===== src/design/lane_pkg.sv =====
package lane_pkg;

    // Register file geometry
    localparam int VRF_DEPTH  = 256;
    localparam int VRF_AW     = 8;
    localparam int EL_IDX_W   = 10;
    localparam int MASK_DEPTH = 32;
    localparam int MASK_AW    = 5;
    localparam int R_PORTS    = 2;

    typedef enum logic [1:0] {
        SEW_8  = 2'd0,
        SEW_16 = 2'd1,
        SEW_32 = 2'd2
    } sew_e;

    typedef enum logic [2:0] {
        ALU_ADD    = 3'd0,
        ALU_SUB    = 3'd1,
        ALU_AND    = 3'd2,
        ALU_OR     = 3'd3,
        ALU_XOR    = 3'd4,
        ALU_PASS   = 3'd5,
        ALU_CMP_EQ = 3'd6,
        ALU_CMP_LT = 3'd7
    } alu_op_e;

    typedef enum logic [1:0] {
        SRC2_VS2    = 2'd0,
        SRC2_SCALAR = 2'd1,
        SRC2_IMM    = 2'd2
    } src2_e;

    typedef enum logic [1:0] {
        KIND_ALU   = 2'd0,
        KIND_MASK  = 2'd1,
        KIND_STORE = 2'd2
    } op_kind_e;

    // One VRF word, addressed as word, halfwords or bytes
    typedef union packed {
        logic [31:0]      w;
        logic [1:0][15:0] h;
        logic [3:0][7:0]  b;
    } vrf_word_u;

    typedef struct packed {
        op_kind_e            kind;
        alu_op_e             alu_op;
        src2_e               src2;
        sew_e                sew;
        logic [EL_IDX_W-1:0] vs1;
        logic [EL_IDX_W-1:0] vs2;
        logic [EL_IDX_W-1:0] vd;
        logic                signed_rd;
        logic [4:0]          imm5;
        logic                imm_signed;
        logic                masked;
        logic [31:0]         scalar;
        logic                store_sel;
    } lane_op_t;

    typedef struct packed {
        logic                valid;
        op_kind_e            kind;
        alu_op_e             alu_op;
        src2_e               src2;
        sew_e                sew;
        logic [EL_IDX_W-1:0] vd;
        logic                masked;
        logic [31:0]         imm;
        logic [31:0]         scalar;
        logic                store_sel;
    } exec_ctrl_t;

    typedef struct packed {
        logic                valid;
        logic                is_mask;
        sew_e                sew;
        logic [EL_IDX_W-1:0] vd;
        logic                masked;
        logic [31:0]         result;
        logic                mask_bit;
    } wb_req_t;

    // Word address of an element, shared by the read and write sides
    function automatic logic [VRF_AW-1:0] el_word_addr(logic [EL_IDX_W-1:0] idx, sew_e sew);
        case (sew)
            SEW_8:   return idx[VRF_AW+1:2];
            SEW_16:  return idx[VRF_AW:1];
            default: return idx[VRF_AW-1:0];
        endcase
    endfunction

endpackage


===== src/design/lane_writeback.sv =====
`timescale 1ns/100ps

module lane_writeback import lane_pkg::*; (
    input  logic              clk_i,
    input  logic              rst_i,
    input  wb_req_t           wb_i,
    output logic              we_o,
    output logic [VRF_AW-1:0] waddr_o,
    output logic [3:0]        bwen_o,
    output vrf_word_u         wdata_o
);

    logic [MASK_DEPTH-1:0] mask_q;
    logic [MASK_AW-1:0]    mask_idx;
    logic                  mask_rd;
    logic                  blocked;
    logic                  mask_we;

    // Mask entry of the destination element
    assign mask_idx = wb_i.vd[MASK_AW-1:0];
    assign mask_rd  = mask_q[mask_idx];
    assign blocked  = wb_i.masked && !mask_rd;

    assign mask_we = wb_i.valid && wb_i.is_mask && !blocked;
    assign we_o    = wb_i.valid && !wb_i.is_mask && !blocked;

    always_ff @(posedge clk_i) begin
        if (!rst_i) begin
            mask_q <= '0;
        end else if (mask_we) begin
            mask_q[mask_idx] <= wb_i.mask_bit;
        end
    end

    assign waddr_o = el_word_addr(wb_i.vd, wb_i.sew);

    // Byte enables from element width and offset
    always_comb begin
        case (wb_i.sew)
            SEW_8: begin
                bwen_o = 4'b0001 << wb_i.vd[1:0];
            end
            SEW_16: begin
                bwen_o = wb_i.vd[0] ? 4'b1100 : 4'b0011;
            end
            default: begin
                bwen_o = 4'b1111;
            end
        endcase
    end

    // Element copied into every lane, enables pick the live one
    always_comb begin
        case (wb_i.sew)
            SEW_8: begin
                wdata_o.b = {4{wb_i.result[7:0]}};
            end
            SEW_16: begin
                wdata_o.h = {2{wb_i.result[15:0]}};
            end
            default: begin
                wdata_o.w = wb_i.result;
            end
        endcase
    end

endmodule


===== config.mk =====
export PLATFORM = sky130hd
export DESIGN_NAME = lane_writeback
export DESIGN_NICKNAME = d
export VERILOG_FILES = /design/src/design/lane_pkg.sv /design/src/design/lane_writeback.sv
export SDC_FILE = /design/constraint.sdc
export NUM_CORES = 1
export LEC_CHECK = 0
export BUFFER_PORTS_ARGS = -buffer_cell sky130_fd_sc_hd__buf_4
export CAP_MARGIN = 30
export CORE_UTILIZATION = 50
export DETAILED_ROUTE_END_ITERATION = 8
export PLACE_DENSITY_LB_ADDON = 0.15
export RECOVER_POWER = 100
export SYNTH_ARGS = -nofsm -noshare
export SYNTH_HDL_FRONTEND = slang
export SYNTH_SLANG_ARGS = --single-unit

===== constraint.sdc =====
create_clock -name clk_i -period 2.6 [get_ports clk_i]
set_input_delay 0.13 -clock clk_i [delete_from_list [all_inputs] [get_ports clk_i]]
set_output_delay 0.13 -clock clk_i [all_outputs]
set_load 0.02 [all_outputs]

; Word-level counts from Yosys, hierarchy flattened
; Index checks and enable logic that the tools add are counted.
[word_totals]
out_inout_bits = 45
reg_bits = 32
word_cells = 24
[classes]
eq_ne = 1
magnitude_cmp = 2
muxes = 9
n_shift = 1
reduce_logical = 10
[op_table]
columns = cell, count
row1 = $pmux 32 s2, 1
row2 = $bwmux 32, 1
row3 = $pmux 8 s2, 1
row4 = $pmux 4 s2, 1
row5 = $logic_and 1x1->1, 6
row6 = $lt 5x6->1 const B, 1
row7 = $bmux 1 s5, 1
row8 = $demux 1 s5, 1
row9 = $ge 5x1->1 const B, 1
row10 = $mux 4, 1
row11 = $shl 1x2->4 const A, 1
row12 = $logic_not 1->1, 3
row13 = $eq 2x1->1 const B, 1
row14 = $logic_not 2->1, 1
row15 = $mux 1, 2

; Depth between registers and ports, before layout
; Gate-level depths: netlist of run 1.
[depth]
ltp_word = 6
mapped_depth = 9
depth_no_buf = 6

; Least setup slack after synthesis of run 1
; OpenSTA, ideal clock, no wires.
[synth_timing]
kind = in2reg
from = input port wb_i[35] in the netlist's numbering
to = register mask_q[0]
path_stages = 9
required_ns = 2.466
slack_ns = 0.657
setup_ns = 0.134
t_arrival_ns = 1.809
cell_sequence = buf_6 -> mux4_2 -> a22o_1 -> a221oi_2 -> and3b_1 -> buf_4 -> buf_8 -> nor4_2 -> mux2i_1
[synth_between]
elab_chain_len = 6
[synth_rtl]
columns = item, line_no
row1 = from (decl), lane_writeback.sv:6  ; input wb_req_t wb_i,
row2 = "parallel branches: the longest is 6 deep, another holds $lt 5x6->1", n/a
row3 = "to (signal, indexed assignment)", lane_writeback.sv:31  ; mask_q[mask_idx] <= wb_i.mask_bit;
row4 = to (decl), lane_writeback.sv:13  ; logic [MASK_DEPTH-1:0] mask_q;
; Several ways; the timed one is not identified. The select of a mux whose other input is x is not followed.
; A chain may end at the register's enable or synchronous reset.

; Worst setup path in the final report of run 1
[layout_timing]
from = register mask_q[7]
to = register mask_q[17]
[layout_between]
elab_chain_len = 6
[layout_rtl]
columns = item, line_no
row1 = $bmux 1 s5, lane_writeback.sv:21  ; assign mask_rd = mask_q[mask_idx];
row2 = $mux 1 (implied by the code), lane_writeback.sv:21
row3 = $logic_not 1->1, lane_writeback.sv:22  ; assign blocked = wb_i.masked && !mask_rd;
row4 = $logic_and 1x1->1, lane_writeback.sv:22
row5 = $logic_not 1->1, lane_writeback.sv:24  ; assign mask_we = wb_i.valid && wb_i.is_mask && !blocked;
row6 = $logic_and 1x1->1, lane_writeback.sv:24
; Every way passes these cells. The select of a mux whose other input is x is not followed.

==> flow_metrics.py, run 1 <==
metrics = {
    "critical_path": {
        "crit_required_ns": 2.81,
        "reg2reg_from": "mask_q[7]$_SDFFE_PN0P_",
        "crit_path_cell_trace": "mux4_2, a22o_1, a221oi_1, nand3b_1, buf_4, nand3_1, mux2i_1",
        "path_max_fanout": 6,
        "reg2reg_depth": 7,
        "max_stage_delay_ns": 0.46,
        "worstSetupPathType": "flop to flop",
        "worstReg2RegEnd": "mask_q[17]$_SDFFE_PN0P_",
        "worst-path-buf-inv": 1,
        "startpoint_type": "flop",
        "r2r_slack_ns": 0.40,
        "crit_family": "multiplexers",
        "worstPathArrival_ns": 2.42,
        "cp-end-kind": "flop",
        "critPathSlowestCell": "mux4_2",
    },
    "clock_network": {
        "cts_tree": "built",
        "clock-sinks": 32,
        "clock_latency_ns": 0.28,
        "cts_setup_buffers": 0,
        "ctsResizeCount": 0,
        "cts_buffers": 5,
        "hold_buffers": 0,
        "path_clk_slew_ns": 0.06,
        "cts_root_buf": "clkbuf_8",
        "clockBufferDepth": 2,
        "htree_levels": 2,
    },
    "place": {
        "post_dp_cell_area_um2": 3150,
        "globalplace.congestion": 0.748,
        "port-buffer-count": 94,
        "dp_hpwl_um": 4720,
    },
    "job": {
        "maxCapViolCount": 1,
    },
    "yosys": {
        "ys_seq_area_frac": 0.257,
        "ys_types": 34,
        "synth_area_leaders": "dfxtp_1, mux2i_1, nand2_1",
        "netlist_area_um2": 2490,
        "ys_warn_count": 0,
        "synth_top_area_share": 0.257,
        "postSynthAreaPerCell_um2": 8.32,
        "synth_nets": 349,
        "synth_seq_cells": 32,
        "netlist_instances": 299,
        "yosys.area.top_type": "dfxtp_1",
    },
    "global_routing": {
        "antenna_found_initial": 0,
        "grt_start_max_net_pins": 45,
        "grt_pass1_vias": 2149,
        "grt_pass1_wl_um": 10400,
        "overflow": 0,
        "track_usage": 0.253,
    },
    "floorplanning": {
        "die_w_um": 72.6,
        "die_y_um": 72.6,
        "fp-row-count": 25,
        "core-area_um2": 4750,
        "start_util": 0.523,
        "io_pins": 95,
        "dieArea_um2": 5260,
    },
    "timing": {
        "max_slew_margin": -0.0477,
        "post-route-period-util": 0.848,
        "timing.fmax_mhz": 454,
        "finClkSkew_ns": 0.00664,
        "finalMaxSlewViolations": 45,
        "setup_viol": 0,
        "finalCriticalPeriod_ns": 2.20,
        "rsz0062_at_grt": "false",
        "timing.setup.tns_ns": 0,
        "worst_pin_slew_ns": 1.57,
        "timing.final.hold_violations": 0,
    },
    "final_layout": {
        "drive_gt1_frac": 0.235,
        "finalNetCount": 423,
        "diodes": 0,
        "top_register": "mask_q",
        "multi_input_comb_area_um2": 1590,
        "fillers": 480,
        "top_regs": "mask_q: 32 flops",
        "final_cell_area_um2": 3030,
        "syn_to_final_growth_pct": 21.7,
        "largest_reg_flops": 32,
        "seqCellArea_um2": 641,
    },
    "min_path": {
        "min_path_cells": 3,
        "hold_class": "input port to flop",
        "worstHoldStart": "wb_i[34]",
        "holdPathEnd": "mask_q[19]$_SDFFE_PN0P_",
    },
    "power_and_ir_drop": {
        "peakVddDrop_mv": 0.288,
        "p_sw_mw": 0.404,
        "p_total_mw": 1.25,
        "p_int_mw": 0.846,
        "sw_frac_of_total": 0.323,
        "power_leakage_nw": 1.23,
        "clockPowerShare": 0.316,
        "seq_power_share": 0.393,
        "power_density_nw_per_um2": 413,
        "p_comb_frac": 0.291,
    },
    "route": {
        "viasPerCell": 5.40,
        "wirelength_um": 6700,
        "ant_nets": 0,
        "drtIter0Drc": 103,
        "route.detailed.drc": 0,
        "routedWlPerCell_um": 15.2,
        "vias": 2381,
        "drt_pass1_iterations": 4,
    },
    "run_status": {
        "violations": "capacitance limit, slew limit",
        "outcome": "finished, violations left",
    },
}
-- cell usage in the layout, fill, tap and decap left out --
master,netlist,final
clkinv_1,1,1
nor4_1,7,14
buf_4,10,60
a221oi_1,0,1
nand2b_1,4,4
nor3b_1,1,1
mux2i_1,57,57
or3_1,1,1
clkbuf_8,0,6
and2_1,1,1
o22ai_1,2,2
o2111ai_1,1,1
a22o_1,1,1
a21o_1,1,1
a22oi_1,1,1
clkbuf_1,18,45
nor4_2,9,2
nand3b_1,4,4
a21oi_1,1,1
a311oi_1,1,1
mux2_1,0,1
nor2_1,5,5
dfxtp_1,32,32
mux2_2,16,15
inv_1,1,1
nand2_1,66,66
nor2b_1,2,2
clkbuf_2,0,1
nor3_1,15,15
o21ai_0,19,19
mux4_2,4,4
and3b_1,1,1
nand3_1,7,7
-- worst min-delay path, stage by stage --
cell and delay [ns]:
buf_4 0.19, nand3_1 0.11, mux2i_1 0.07
-- layer usage --
metal,wire length (µm),vias to the layer above,track usage
met5,0,-,0
met4,158,0,0.0959
met3,483,13,0.0528
met2,3060,86,0.420
met1,3000,1086,0.324
li1,-,1196,-
-- cell families (layout without fill, tap and decap cells) --
group | after synthesis | in the layout | share of synthesized area
buffers and inverters | 39 | 114 | 0.0840
AND/OR/NAND/NOR | 123 | 123 | 0.253
AO/OA/AOI/OAI | 28 | 28 | 0.0679
multiplexers | 77 | 77 | 0.338
flip-flops | 32 | 32 | 0.257
-- stage by stage --
stage,setup slack (ns),cells,util,hold slack [ns]
global route,0.248,441,0.637,0.285
CTS,0.533,441,0.682,0.273
floorplan,0.657,299,-,0.339
detailed placement,0.396,433,0.663,0.447
global placement,0.461,433,0.663,0.442
finish,0.395,441,0.637,0.272
-- cells in the mapped netlist --
master / instances
nor2_1: 5
o21ai_0: 19
buf_2: 5
o22ai_1: 2
a221oi_2: 1
nor4_2: 9
nor3_1: 15
buf_4: 10
nor3b_1: 1
mux4_2: 4
nor2b_1: 2
mux2_2: 16
buf_6: 1
and2_1: 1
nand3_1: 7
a21o_1: 1
nor4_1: 7
inv_1: 1
buf_8: 1
a311oi_1: 1
nand3b_1: 4
dfxtp_1: 32
or3_1: 1
mux2i_1: 57
and3b_1: 1
nand2_1: 66
a22o_1: 1
o2111ai_1: 1
a22oi_1: 1
clkbuf_1: 18
nand2b_1: 4
clkinv_1: 1
buf_1: 2
a21oi_1: 1
-- worst max-delay path by stage --
stage                            from                       to  slack, ns  cells past startpoint
3_3_place_gp                 wb_i[35]  mask_q[10]$_SDFFE_PN0P_       0.46                      8
2_1_floorplan                wb_i[35]   mask_q[0]$_SDFFE_PN0P_       0.66                      9
6_report       mask_q[7]$_SDFFE_PN0P_  mask_q[17]$_SDFFE_PN0P_       0.40                      7
4_1_cts        mask_q[7]$_SDFFE_PN0P_  mask_q[11]$_SDFFE_PN0P_       0.53                      7
3_5_place_dp                 wb_i[35]  mask_q[31]$_SDFFE_PN0P_       0.40                      8
5_1_grt        mask_q[7]$_SDFFE_PN0P_  mask_q[11]$_SDFFE_PN0P_       0.25                      7
-- layout make-up --
type                            count  share of cell area
Multi-Input combinational cell    228               0.525
Sequential cell                    32               0.212
Timing Repair Buffer              104               0.204
Clock buffer                        8              0.0298
Tap cell                           67              0.0277
Inverter                            2             0.00248
-- power by group through the flow --
stage / sequential, mW / clock [mW] / combinational, mW
final: 0.492 / 0.395 / 0.364
after global routing: 0.491 / 0.427 / 0.391
after CTS: 0.491 / 0.403 / 0.411
after detailed placement: 0.503 / 0 / 0.410
after global placement: 0.503 / 0 / 0.406
after floorplan: 0.502 / 0 / 0.242
(Power assumes the default switching activity.)
==> run 2: changes to the inputs <==
- CORE_UTILIZATION: 50 -> 45
- clock period: 2.6 -> 2 ns (I/O delays scaled with it)
==> flow_metrics.py, run 2 (synthesis results as in run 1) <==
metrics = {
    "route": {
        "viasPerCell": 5.44,
        "wirelength_um": 6900,
        "route.detailed.drc": 0,
        "routedWlPerCell_um": 15.2,
        "vias": 2470,
        "ant_nets": 0,
        "drtIter0Drc": 111,
        "drt_pass1_iterations": 4,
    },
    "final_layout": {
        "mostFrequentLayoutCells": "buf_4, nand2_1, mux2i_1, clkbuf_1, dfxtp_1",
        "finalNetCount": 433,
        "diodes": 0,
        "largest_reg_flops": 32,
        "syn_to_final_growth_pct": 30.6,
        "top_regs": "mask_q: 32 flops",
        "top_register": "mask_q",
        "drive_gt1_frac": 0.328,
        "layout_commonest_cell": "buf_4",
        "stdcell_count": 454,
    },
    "place": {
        "dpl.cell_count": 446,
        "globalplace.congestion": 0.787,
        "port-buffer-count": 94,
        "dp_hpwl_um": 4880,
    },
    "global_routing": {
        "track_usage": 0.234,
        "grt_pass1_vias": 2304,
        "grt_pass1_wl_um": 11200,
        "overflow": 0,
        "antenna_found_initial": 0,
        "grt_start_max_net_pins": 46,
    },
    "clock_network": {
        "clockBufferDepth": 2,
        "hold_buffers": 0,
        "htree_levels": 2,
        "clock_latency_ns": 0.29,
        "cts_setup_buffers": 0,
        "clock-sinks": 32,
        "cts_tree": "built",
        "cts_root_buf": "clkbuf_8",
        "cts_buffers": 5,
        "path_clk_slew_ns": 0.08,
    },
    "timing": {
        "post-route-period-util": 1.03,
        "finalMaxSlewViolations": 0,
        "rsz0062_at_grt": "true",
        "worst_pin_slew_ns": 1.25,
        "timing.fmax_mhz": 484,
        "timing.final.hold_violations": 0,
        "max_slew_margin": 0.168,
        "timing.setup.tns_ns": -0.0674,
        "finClkSkew_ns": 0.00990,
        "setup_viol": 1,
        "finalWorstSetupSlack_ns": -0.0674,
        "finalCriticalPeriod_ns": 2.07,
    },
    "power_and_ir_drop": {
        "power_density_nw_per_um2": 519,
        "p_sw_mw": 0.554,
        "clockPowerShare": 0.312,
        "sw_frac_of_total": 0.328,
        "power_leakage_nw": 1.33,
        "p_comb_frac": 0.309,
        "seq_power_share": 0.378,
        "peakVddDrop_mv": 0.466,
        "p_int_mw": 1.13,
    },
    "floorplanning": {
        "core-area_um2": 5200,
        "fp-row-count": 26,
        "start_util": 0.478,
        "dieArea_um2": 5830,
        "die_w_um": 76.4,
        "die_y_um": 76.4,
        "io_pins": 95,
    },
    "critical_path": {
        "worstSetupPathType": "flop to output pin",
        "r2r_slack_ns": 0.02,
        "worstReg2RegEnd": "mask_q[16]$_SDFFE_PN0P_",
        "reg2reg_depth": 7,
        "startpoint_type": "flop",
        "cp-end-kind": "output pin",
        "path_max_fanout": 3,
        "crit_required_ns": 1.90,
        "reg2reg_from": "mask_q[6]$_SDFFE_PN0P_",
        "worstPathArrival_ns": 1.97,
    },
    "min_path": {
        "worstHoldStart": "wb_i[34]",
        "hold_class": "input port to flop",
        "holdPathEnd": "mask_q[2]$_SDFFE_PN0P_",
        "min_path_cells": 3,
    },
    "run_status": {
        "violations": "setup timing",
        "outcome": "finished, violations left",
    },
    "job": {
        "maxCapViolCount": 0,
    },
}
==> run 2: repair_timing <==
item / CTS / global route
pin swaps: 1 / 2
resized for setup: 0 / 13
endpoints found under the setup margin: 1 / 23
==> run 2: through the flow <==
step / instance area (µm²) / hold WS [ns] / worst slack, ns / power, mW / utilization
floorplan: 2490 / 0.279 / 0.0590 / 0.967 / -
detailed placement: 3240 / 0.425 / 0.0324 / 1.20 / 0.623
CTS: 3330 / 0.182 / -0.0412 / 1.73 / 0.640
finish: 3250 / 0.183 / -0.0674 / 1.69 / 0.624
global placement: 3240 / 0.423 / 0.0661 / 1.20 / 0.623
global route: 3250 / 0.195 / -0.131 / 1.75 / 0.624
==> run 2: power groups by stage <==
stage	clock (mW)	combinational, mW	sequential, mW
floorplan	0	0.314	0.653
global placement	0	0.545	0.653
detailed placement	0	0.550	0.653
CTS	0.535	0.552	0.639
global route	0.551	0.557	0.639
finish	0.527	0.522	0.639
==> run 2: worst max-delay path: stages, from the launching register on <==
cell and delay, ns:
dfxtp_2 0.33, mux4_2 0.45, a22o_1 0.23, a221oi_2 0.25
buf_4 0.17, a311oi_1 0.08, buf_4 0.17
==> run 2: worst max-delay path by stage <==
stage / slack, ns / cells past startpoint / startpoint / endpoint
2_1_floorplan: 0.06 / 8 / mask_q[7]$_SDFFE_PN0P_ / mask_q[0]$_SDFFE_PN0P_
3_3_place_gp: 0.07 / 7 / mask_q[7]$_SDFFE_PN0P_ / mask_q[10]$_SDFFE_PN0P_
3_5_place_dp: 0.03 / 7 / mask_q[7]$_SDFFE_PN0P_ / mask_q[8]$_SDFFE_PN0P_
4_1_cts: -0.04 / 6 / mask_q[7]$_SDFFE_PN0P_ / we_o
5_1_grt: -0.13 / 6 / mask_q[7]$_SDFFE_PN0P_ / we_o
6_report: -0.07 / 6 / mask_q[6]$_SDFFE_PN0P_ / we_o
==> run 2: cell type report <==
class | instances | area, µm²
tap | 70 | 87.6
multi-input combinational | 228 | 1670
fill | 498 | 1960
clock buffer | 8 | 90.1
inverter | 2 | 7.51
sequential | 32 | 642
timing repair buffer | 114 | 756
==> run 2: routing by layer <==
layer  GRT usage  share of wire
met1       0.290           0.43
met2       0.411           0.49
met4      0.0404         0.0058
met5           0              0
met3      0.0611          0.074
==> run 3: changes to the inputs <==
- CORE_ASPECT_RATIO: not set -> 1.25
- TNS_END_PERCENT: not set -> 30
==> flow_metrics.py, run 3 (synthesis results as in run 1) <==
metrics = {
    "global_routing": {
        "grt_start_max_net_pins": 46,
        "antenna_found_initial": 0,
        "track_usage": 0.231,
        "grt_pass1_vias": 2242,
        "overflow": 0,
        "grt_pass1_wl_um": 10300,
    },
    "route": {
        "routedWlPerCell_um": 15.3,
        "route.detailed.drc": 0,
        "wirelength_um": 6810,
        "ant_nets": 0,
        "viasPerCell": 5.50,
        "drt_pass1_iterations": 4,
        "drtIter0Drc": 83,
        "vias": 2455,
    },
    "timing": {
        "timing.final.hold_violations": 0,
        "timing.fmax_mhz": 494,
        "max_slew_margin": 0.158,
        "finalMaxSlewViolations": 0,
        "finalCriticalPeriod_ns": 2.02,
        "finalWorstSetupSlack_ns": -0.0245,
        "post-route-period-util": 1.01,
        "timing.setup.tns_ns": -0.0245,
        "setup_viol": 1,
        "worst_pin_slew_ns": 1.26,
        "finClkSkew_ns": 0.00784,
        "rsz0062_at_grt": "true",
    },
    "critical_path": {
        "cp_common_cell": "buf_4",
        "worstPathArrival_ns": 1.92,
        "max_stage_delay_ns": 0.46,
        "path_max_fanout": 3,
        "crit_family": "compound AO/OA/AOI/OAI gates",
        "cp-end-kind": "output pin",
        "startpoint_type": "flop",
        "critPathSlowestCell": "mux4_2",
        "worst-path-buf-inv": 2,
        "cp-startpoint": "mask_q[7]$_SDFFE_PN0P_",
        "worstSetupPathType": "flop to output pin",
        "crit_required_ns": 1.90,
        "reg2reg_from": "mask_q[7]$_SDFFE_PN0P_",
        "crit_path_cell_trace": "mux4_2, a22o_1, a221oi_2, buf_4, a311oi_2, buf_4",
    },
    "min_path": {
        "worstHoldStart": "rst_i",
        "hold_class": "input port to flop",
    },
    "place": {
        "globalplace.congestion": 0.911,
        "post_dp_cell_area_um2": 3210,
        "dp_slack_ns": -0.0109,
        "dp_hpwl_um": 4970,
        "port-buffer-count": 94,
    },
    "clock_network": {
        "clock_latency_ns": 0.28,
        "clock-sinks": 32,
        "cts_root_buf": "clkbuf_8",
        "hold_buffers": 0,
        "path_clk_slew_ns": 0.07,
        "cts_buffers": 5,
        "cts_tree": "built",
        "htree_levels": 2,
        "clockBufferDepth": 2,
    },
    "final_layout": {
        "top_regs": "mask_q: 32 flops",
        "layout_commonest_cell": "buf_4",
        "top_register": "mask_q",
        "final_core_utilization": 0.622,
        "finalNetCount": 433,
        "seqCellArea_um2": 642,
        "diodes": 0,
        "syn_to_final_growth_pct": 29.7,
        "final_cell_area_um2": 3230,
        "multi_input_comb_area_um2": 1670,
        "largest_reg_flops": 32,
        "drive_gt1_frac": 0.339,
        "mostFrequentLayoutCells": "buf_4, nand2_1, mux2i_1, dfxtp_1, clkbuf_1",
        "fillers": 497,
    },
    "run_status": {
        "violations": "setup timing",
        "outcome": "finished, violations left",
    },
    "power_and_ir_drop": {
        "peakVddDrop_mv": 0.471,
        "power_leakage_nw": 1.34,
        "power_density_nw_per_um2": 518,
    },
    "floorplanning": {
        "die_w_um": 68.5,
        "io_pins": 95,
        "core-area_um2": 5190,
        "start_util": 0.480,
        "die_y_um": 85.1,
        "dieArea_um2": 5830,
        "fp-row-count": 29,
    },
    "job": {
        "maxCapViolCount": 0,
    },
}
run 3: cell count changes in the layout (fill, tap and decap cells not counted), sizes merged:
cell	previous run	this run
clkinv	1	3
clkbuf	43	39
buf	79	81
run 3: worst paths after layout:
| kind | to | cells past startpoint | slack, ns |
|---|---|---|---|
| max | we_o | 6 | -0.02 |
| min | mask_q[16]$_SDFFE_PN0P_ | 3 | 0.24 |
| max reg2reg | mask_q[23]$_SDFFE_PN0P_ | 8 | 0.03 |
| min reg2reg | mask_q[4]$_SDFFE_PN0P_ | 2 | 0.46 |
run 3: worst reg2reg max path: stages, from the launching register on:
cell and delay [ns]:
dfxtp_1 0.31, mux4_2 0.46, a22o_1 0.23, a221oi_2 0.23
buf_4 0.16, nand3b_1 0.10, buf_4 0.18, nand2_1 0.08
mux2i_1 0.18
run 3: report_power, final:
part	switching, mW	internal (mW)	total, mW
Clock	0.240	0.274	0.514
Combinational	0.305	0.213	0.518
Sequential	0.000575	0.638	0.639
run 3: final cells by class:
| type | instances | area share |
|---|---|---|
| clock buffer | 6 | 0.0256 |
| timing repair buffer | 114 | 0.230 |
| inverter | 2 | 0.00233 |
| tap | 62 | 0.0240 |
| sequential | 32 | 0.199 |
| clock inverter | 2 | 0.00310 |
| multi-input combinational | 228 | 0.516 |
run 3: metrics by stage:
stage	instances	power, mW	hold WS [ns]
2_1_floorplan	299	0.967	0.279
3_3_place_gp	437	1.20	0.423
3_5_place_dp	437	1.20	0.429
4_1_cts	446	1.72	0.236
5_1_grt	446	1.74	0.257
6_report	446	1.67	0.238
run 3: metal layers:
layer / vias up / routed length [µm] / global-route usage
li1: 1217 / - / -
met1: 1132 / 2730 / 0.255
met2: 94 / 3300 / 0.409
met3: 12 / 636 / 0.0538
met4: 0 / 142 / 0.0947
met5: - / 0 / 0
run 3: what timing repair did:
item / CTS / global route
gates resized for setup: 1 / 9
pin swaps: 1 / 2
setup buffers: 1 / 0
setup endpoints to repair: 5 / 33
